`config.mk`:
```
export PLATFORM = sky130hd
export DESIGN_NAME = armleocpu_regfile
export DESIGN_NICKNAME = d
export VERILOG_FILES = /design/src/common/alu_pkg.sv /design/src/common/riscv_isa_pkg.sv /design/src/hdl/armleocpu_regfile.sv
export SDC_FILE = /design/constraint.sdc
export NUM_CORES = 2
export LEC_CHECK = 0
export BUFFER_PORTS_ARGS = -buffer_cell sky130_fd_sc_hd__buf_2
export CELL_PAD_IN_SITES_DETAIL_PLACEMENT = 0
export CELL_PAD_IN_SITES_GLOBAL_PLACEMENT = 1
export CORE_UTILIZATION = 47
export DETAILED_ROUTE_END_ITERATION = 7
export GPL_TIMING_DRIVEN = 0
export PLACE_DENSITY_LB_ADDON = 0.1
export SYNTH_ARGS = -nofsm -noshare
export SYNTH_HDL_FRONTEND = slang
export SYNTH_SLANG_ARGS = --single-unit
```
`constraint.sdc`:
```
create_clock -name clk -period 4.35 [get_ports clk]
set_clock_uncertainty 0.15 [all_clocks]
set_input_delay 0.6525 -clock clk [delete_from_list [all_inputs] [get_ports clk]]
set_output_delay 0.6525 -clock clk [all_outputs]
set_load 0.02 [all_outputs]
```
`src/common/alu_pkg.sv`:
```
package alu_pkg;

	localparam int XLEN = 32;

	typedef logic [XLEN-1:0] word_t;

	// funct7 in the upper seven bits, funct3 below.
	typedef logic [9:0] alu_op_t;

	// ==============================
	// base integer ops
	// ==============================
	localparam alu_op_t ALU_OP_ADD    = 10'b0000000_000;
	localparam alu_op_t ALU_OP_SUB    = 10'b0100000_000;
	localparam alu_op_t ALU_OP_SLL    = 10'b0000000_001;
	localparam alu_op_t ALU_OP_SLT    = 10'b0000000_010;
	localparam alu_op_t ALU_OP_SLTU   = 10'b0000000_011;
	localparam alu_op_t ALU_OP_XOR    = 10'b0000000_100;
	localparam alu_op_t ALU_OP_SRL    = 10'b0000000_101;
	localparam alu_op_t ALU_OP_SRA    = 10'b0100000_101;
	localparam alu_op_t ALU_OP_OR     = 10'b0000000_110;
	localparam alu_op_t ALU_OP_AND    = 10'b0000000_111;

	// ==============================
	// m extension
	// ==============================
	localparam alu_op_t ALU_OP_MUL    = 10'b0000001_000;
	localparam alu_op_t ALU_OP_MULH   = 10'b0000001_001;
	localparam alu_op_t ALU_OP_MULHSU = 10'b0000001_010;
	localparam alu_op_t ALU_OP_MULHU  = 10'b0000001_011;
	localparam alu_op_t ALU_OP_DIV    = 10'b0000001_100;
	localparam alu_op_t ALU_OP_DIVU   = 10'b0000001_101;
	localparam alu_op_t ALU_OP_REM    = 10'b0000001_110;
	localparam alu_op_t ALU_OP_REMU   = 10'b0000001_111;

endpackage

```
`src/common/riscv_isa_pkg.sv`:
```
package riscv_isa_pkg;

	typedef logic [6:0] opcode_t;
	typedef logic [4:0] reg_addr_t;

	// ==============================
	// major opcodes
	// ==============================
	localparam opcode_t OPCODE_OP     = 7'b0110011; // register-register.
	localparam opcode_t OPCODE_OP_IMM = 7'b0010011; // register-immediate.

	// ==============================
	// function fields
	// ==============================
	localparam logic [6:0] FUNCT7_ALT    = 7'b0100000; // sub and sra.
	localparam logic [6:0] FUNCT7_MULDIV = 7'b0000001;

	// shift immediates keep their funct7.
	localparam logic [2:0] FUNCT3_SLL = 3'b001;
	localparam logic [2:0] FUNCT3_SR  = 3'b101;

	// one instruction word, two decodings.
	typedef union packed {
		struct packed {
			logic [6:0] funct7;
			reg_addr_t  rs2;
			reg_addr_t  rs1;
			logic [2:0] funct3;
			reg_addr_t  rd;
			opcode_t    opcode;
		} rtype;
		struct packed {
			logic [11:0] imm12;
			reg_addr_t   rs1;
			logic [2:0]  funct3;
			reg_addr_t   rd;
			opcode_t     opcode;
		} itype;
	} instr_t;

endpackage
```
`src/hdl/armleocpu_regfile.sv`:
```
`timescale 1ns/1ps

module armleocpu_regfile (
	input  logic                     clk,
	input  logic                     arst_n,
	input  riscv_isa_pkg::reg_addr_t rs1_addr,
	input  riscv_isa_pkg::reg_addr_t rs2_addr,
	output alu_pkg::word_t           rs1_data,
	output alu_pkg::word_t           rs2_data,
	input  logic                     wr_en,
	input  riscv_isa_pkg::reg_addr_t wr_addr,
	input  alu_pkg::word_t           wr_data
);
	import alu_pkg::*;

	// x1 to x31 only.
	word_t regs [1:31];

	// ==============================
	// write port
	// ==============================
	always_ff @(posedge clk or negedge arst_n) begin
		if (!arst_n) begin
			for (int i = 1; i < 32; i++) begin
				regs[i] <= '0;
			end
		end else if (wr_en && wr_addr != '0) begin // x0 writes dropped.
			regs[wr_addr] <= wr_data;
		end
	end

	// ==============================
	// read ports
	// ==============================
	assign rs1_data = (rs1_addr == '0) ? '0 : regs[rs1_addr];
	assign rs2_data = (rs2_addr == '0) ? '0 : regs[rs2_addr];

endmodule

```
## Yosys cells after proc, flatten, opt, wreduce, memory -nomap -nowiden

Cells that the tools add are included.

- Word-level logic and storage cells: 54
- Output and inout bits: 64
- Input port bits: 50
- Register bits after elaboration: 992

- Bitwise logic cells: 3
- Magnitude comparators: 4
- Reductions and logical operators: 5
- Mux-type cells: 11

Operators with widths:

| kind | count |
|---|---|
| bitwise mux 992 bit | 1 |
| binary-select mux 32 bit (select 5 bit) | 2 |
| 2-to-1 mux 32 bit | 7 |
| demux 32 bit (select 5 bit) | 1 |
| >= comparator 6 bit, second input constant | 3 |
| inverter 5 -> 6 bit | 3 |
| logical NOT 5 bit | 2 |
| less-than comparator 6 x 1 -> 1 bit, second input constant | 1 |
| nonzero test 5 bit | 1 |
| logical AND 1 bit | 2 |

## Depth between registers and ports, before layout

- Word-level depth: 6
- Depth in mapped cells: 8
- Gate-level depth less buffers: 4

## Least setup slack after synthesis

OpenSTA, ideal clock, no wires.

- Path type: input-to-output
- Start: in rs2_addr[0]
- End: out rs2_data[4]
- Cell stages on the path: 7
- Setup slack: 1310 ps
- Data required time: 3547 ps
- Buffers on the path: 3
- Arrival time: 2237 ps
- Cell sequence: buf_2 > buf_4 > buf_6 > mux4_2 > mux2i_1 > a22o_1 > a211oi_1

- Longest elaborated chain between the ends: 5
- Elaborated cells between the ends (all ways): 6
- Those cells by class: 4 x mux; 1 x bitwise; 1 x reduce/logical

RTL lines:

| element | line | text |
|---|---|---|
| start, declared | armleocpu_regfile.sv:7 | `input riscv_isa_pkg::reg_addr_t rs2_addr,` |
| inverter 5 -> 6 bit (not written as such) | armleocpu_regfile.sv:36 | `assign rs2_data = (rs2_addr == '0) ? '0 : regs[rs2_addr];` |
| binary-select mux 32 bit (select 5 bit) | armleocpu_regfile.sv:36 |  |
| 2-to-1 mux 32 bit (not written as such) (2 in series) | armleocpu_regfile.sv:36 |  |
| 2-to-1 mux 32 bit (*) | armleocpu_regfile.sv:36 |  |
| end, declared | armleocpu_regfile.sv:9 | `output alu_pkg::word_t rs2_data,` |

Every way passes the cells marked *; elsewhere a longest branch is shown, timed or not. The select of a mux whose other input is x is not followed.

## Final worst setup path

- Start: in rs1_addr[4]
- End: out rs1_data[28]

- Longest elaborated chain between the ends: 5
- Elaborated cells between the ends (all ways): 6
- Those cells by class: 4 x mux; 1 x bitwise; 1 x reduce/logical

RTL lines:

| element | line | text |
|---|---|---|
| start, declared | armleocpu_regfile.sv:6 | `input riscv_isa_pkg::reg_addr_t rs1_addr,` |
| inverter 5 -> 6 bit (not written as such) | armleocpu_regfile.sv:35 | `assign rs1_data = (rs1_addr == '0) ? '0 : regs[rs1_addr];` |
| binary-select mux 32 bit (select 5 bit) | armleocpu_regfile.sv:35 |  |
| 2-to-1 mux 32 bit (not written as such) (2 in series) | armleocpu_regfile.sv:35 |  |
| 2-to-1 mux 32 bit (*) | armleocpu_regfile.sv:35 |  |
| end, declared | armleocpu_regfile.sv:8 | `output alu_pkg::word_t rs1_data,` |

Marked as above.

==> out/summary.md <==
The flow ran to the end, but the final reports show violations. The final reports fail on capacitance limit, slew limit, setup timing. In this run the worst path has a maximum fanout of 11. The run gives 0.115 mm² as the die area. The share of the clock period used by the worst path came out at 104%.

The category of the most critical setup path is in -> out. Dividing the synthesized area by the synthesized cell count gives 14.8 µm². In the synthesized netlist the async set-or-reset flop fraction comes to 100%. The largest registers in the layout are regs (992). During synthesis, Yosys emitted a total of 0 warnings.

For this block, the initial DRC count from the detailed router was 4,853. The total congestion overflow after global routing is 0, and the number of enable-type register cells in the synthesized netlist is 0. The dominant combinational cell family by area after synthesis was multiplexers. The worst setup path is captured at an output port.

The first detailed-routing pass ran for 7 iterations. Timing would allow up to 221 MHz. The utilization after layout is 53.3%, and the area overhead of the layout relative to synthesis is 12.3%. The level count of the clock H-tree is 3, and the global-route total usage across every layer is 40.0%. Compound-cell area share of the yosys netlist: 4.51%. Clock latency on the worst-skew pair, taken at its later pin, is 0.73 ns.

Dividing the detail-routed wire length by the instance count gives 42.5 µm. Summed over all cells, the static leakage comes to 26.5 nW. Setup repair after global routing left no endpoint under its margin. At the pin with the least slew margin, the transition time is 1.60 ns. In this run the core area contains 123 standard-cell rows.

Once the floorplan was initialized, standard cells occupied 47.5% of the core. The number of slew-limit violations in the final report is 74, and the simple-gate portion of the synthesized area is 2.05%. The number of flip-flops under the largest register name works out to 992. The run gives 0.0562 mm² as the post-placement cell area. After clock tree synthesis, the clock-pin slew on the worst setup and hold paths is 0.06 ns. Summing all flip-flop and latch instances after layout gives 0.0248 mm².

Entering global routing, the biggest net connects 127 pins. Summed over all layers, the routed wires come to 231,000 µm. The first global-routing pass estimated 318,000 µm of wire. The run gives 0 as the number of hold-slack violations in the final timing report. TritonCTS built the clock tree. Cells with a size suffix above 1 make up 50.1% of the layout. Summing every instance area after synthesis gives 0.0535 mm².

The final design area excluding fillers is 0.0601 mm². Ranked by flip-flop count, first place goes to regs. Data on the critical path arrives at its endpoint at 3.72 ns.

The run gives -0.521 ns as the aggregate negative setup slack. In the routed layout, each cell is associated on average with a via count of 7.07. The number of nets with antenna violations after routing is 0, and the area of the core is 0.113 mm². Max-cap violations in this run came to 7. In this run the count of I/O pins placed on the die edge is 114.

Mux cell area share after synthesis: 43.4%. Among all flip-flop cells after synthesis, the most frequent one is dfrtp_1. The run gives 392 µV as the peak supply drop. The run gives 0 as the remaining routing DRC violations. The path class of the lowest-slack min-delay path is in -> reg. The overall power came out at 0.0286 W. The clock net in this run drives a total of 992 sinks. The post-layout worst setup margin was -0.175 ns; the final-report setup violation count was 13. The sequential element share of the synthesized area was 46.4%. In this run the horizontal extent of the chip is 339 µm.

After legalization and detailed placement, the total HPWL measured 153,000 µm. From bottom edge to top edge, the die measures 339 µm. The fill cell total of the finished layout is 9,439. STA classifies the critical path startpoint as an input port. Routability-driven placement finished with a final weighted congestion of 0.985. Counting every net in the synthesized netlist gives 3,662. The CTS buffer count came out at 112. The cell count after synthesis came out at 3,612.

The area of combinational cells with multiple inputs is 0.0267 mm², and the parity-gate share of the synthesized area counting xor and xnor cells is 0%. In this run the clock root is driven by a clkbuf_16. After the last flow step, the layout net total stands at 3,892. Headroom to the max-slew limit came out at -6.74%. The number of antenna violations at the first check in global routing is 16, and the count of buffers inserted at the top-level ports is 104. The run gives 39,800 as the via count of the first global-routing pass. Number of storage elements in the synthesis netlist: 992. The clock period minus worst slack is 4.53 ns. The power per cell area is 475 mW/mm², and the adder and majority gate portion of the synthesized area is 0%. Summing over every cut layer, the via total after detailed routing is 38,500.

Counting along the longest clock path gives a buffer depth of 3. After synthesis, the netlist uses 46 different library cells. The required time at the endpoint of the critical path came out at 3.55 ns.
worst paths after layout:
kind,cells after the start,slack [ns],start,to
min in group asynchronous,2,0.35,arst_n,regs[868]$_DFFE_PN0P_
hold / removal,2,0.06,wr_data[24],regs[24]$_DFFE_PN0P_
max in group asynchronous,6,1.23,arst_n,regs[18]$_DFFE_PN0P_
setup / recovery,9,-0.18,rs1_addr[4],rs1_data[28]
hold reg to reg,1,0.36,regs[775]$_DFFE_PN0P_,regs[775]$_DFFE_PN0P_
setup reg to reg,1,3.36,regs[959]$_DFFE_PN0P_,regs[959]$_DFFE_PN0P_
through the flow:
step           hold WS (ns)  worst slack, ns  instances
4_1_cts              0.0262           0.0126       5433
3_5_place_dp          0.352           -0.534       5228
3_3_place_gp          0.332           -18.57       5216
6_report             0.0586           -0.175       5440
2_1_floorplan         0.207             1.31       3612
5_1_grt              0.0480          0.00134       5434
power breakdown:
group          leakage, nW  switching [W]  total (W)  internal, W
sequential            12.7        0.00142     0.0125       0.0110
combinational         11.9        0.00287    0.00626      0.00339
clock                 1.86        0.00411    0.00983      0.00572
logic make-up (layout without fill, tap and decap cells):
logic type / after synthesis / after routing
AOI/OAI and AO/OA: 303 / 303
buffers and inverters: 401 / 721
DFF: 992 / 992
muxes: 1713 / 1713
other: 0 / 8
and+or+nand+nor: 203 / 203
cells in the final DEF, fill, tap and decap left out, types with 7 or more instances in the layout:
cell type     n
mux2_1       19
mux2i_1     267
clkinv_2     25
and3_1       29
nor3_1       32
buf_1        10
buf_2       262
o211ai_1     32
o21a_1        8
clkbuf_16   114
nand2_1      21
nor2_1       32
a2111oi_0     7
nand3_1      16
diode_2       8
a221oi_1     43
a221o_1      17
o22ai_1      18
clkbuf_2     14
o31a_1       28
buf_4        42
buf_16        9
or3_1         7
nand2b_1      8
a22oi_1     102
inv_1         7
mux2_2     1050
dfrtp_1     992
o32ai_1       8
bufinv_16     7
mux4_2      377
clkbuf_8     31
nor2b_1      44
clkbuf_1    166
o21ai_0       8
buf_6        15
o22a_1       16
layer usage:
metal,vias up,part of all wire (%),track usage (%)
li1,14500,-,-
met1,20700,38,51.8
met2,2547,44,58.7
met3,777,11,12.7
met4,12,7.2,24.6
met5,-,0.036,0
worst max-delay path, cell delays in order:
cell and delay [ns]:
buf_2 0.13, clkdlybuf4s15_1 0.73, buf_2 0.59, buf_2 0.69, nand2_1 0.11, a31oi_1 0.22, nand3_1 0.15, nand3_1 0.21
buf_2 0.21
cells in the mapped netlist, drive strengths merged, types with 9 or more instances:
cell	count	area [µm²]
a221oi	43	377
clkbuf	162	609
nor2b	44	275
a2111oi	10	87.6
mux4	377	8490
nand2b	9	56.3
nand2	21	78.8
o211ai	32	240
nor3	33	176
a22oi	102	766
a221o	17	170
nor2	34	135
and3	29	181
o22ai	18	113
o31a	28	245
mux2	1069	12000
o22a	16	140
mux2i	267	2670
dfrtp	992	24800
buf	230	1310
nand3	16	80.1
final cells by class:
| type | count | share of cell area (%) |
|---|---|---|
| clock buffers | 168 | 5.60 |
| flip-flops and latches | 992 | 41.3 |
| repair buffers | 121 | 1.46 |
| well taps | 1500 | 3.12 |
| clock inverters | 36 | 0.631 |
| diodes | 8 | 0.0333 |
| multi-input cells | 2219 | 44.5 |
| inverters | 9 | 0.0583 |
| plain buffers | 387 | 3.26 |
timing repair:
action | in CTS | in global routing
endpoints found under the setup margin | 35 | 9
pin swaps | 1 | 1
hold buffers | 1 | 0
resized for setup | 19 | 13
hold endpoints to repair | 58 | 0
setup buffers | 3 | 0
Note: power is estimated with default switching activity, not from simulation.
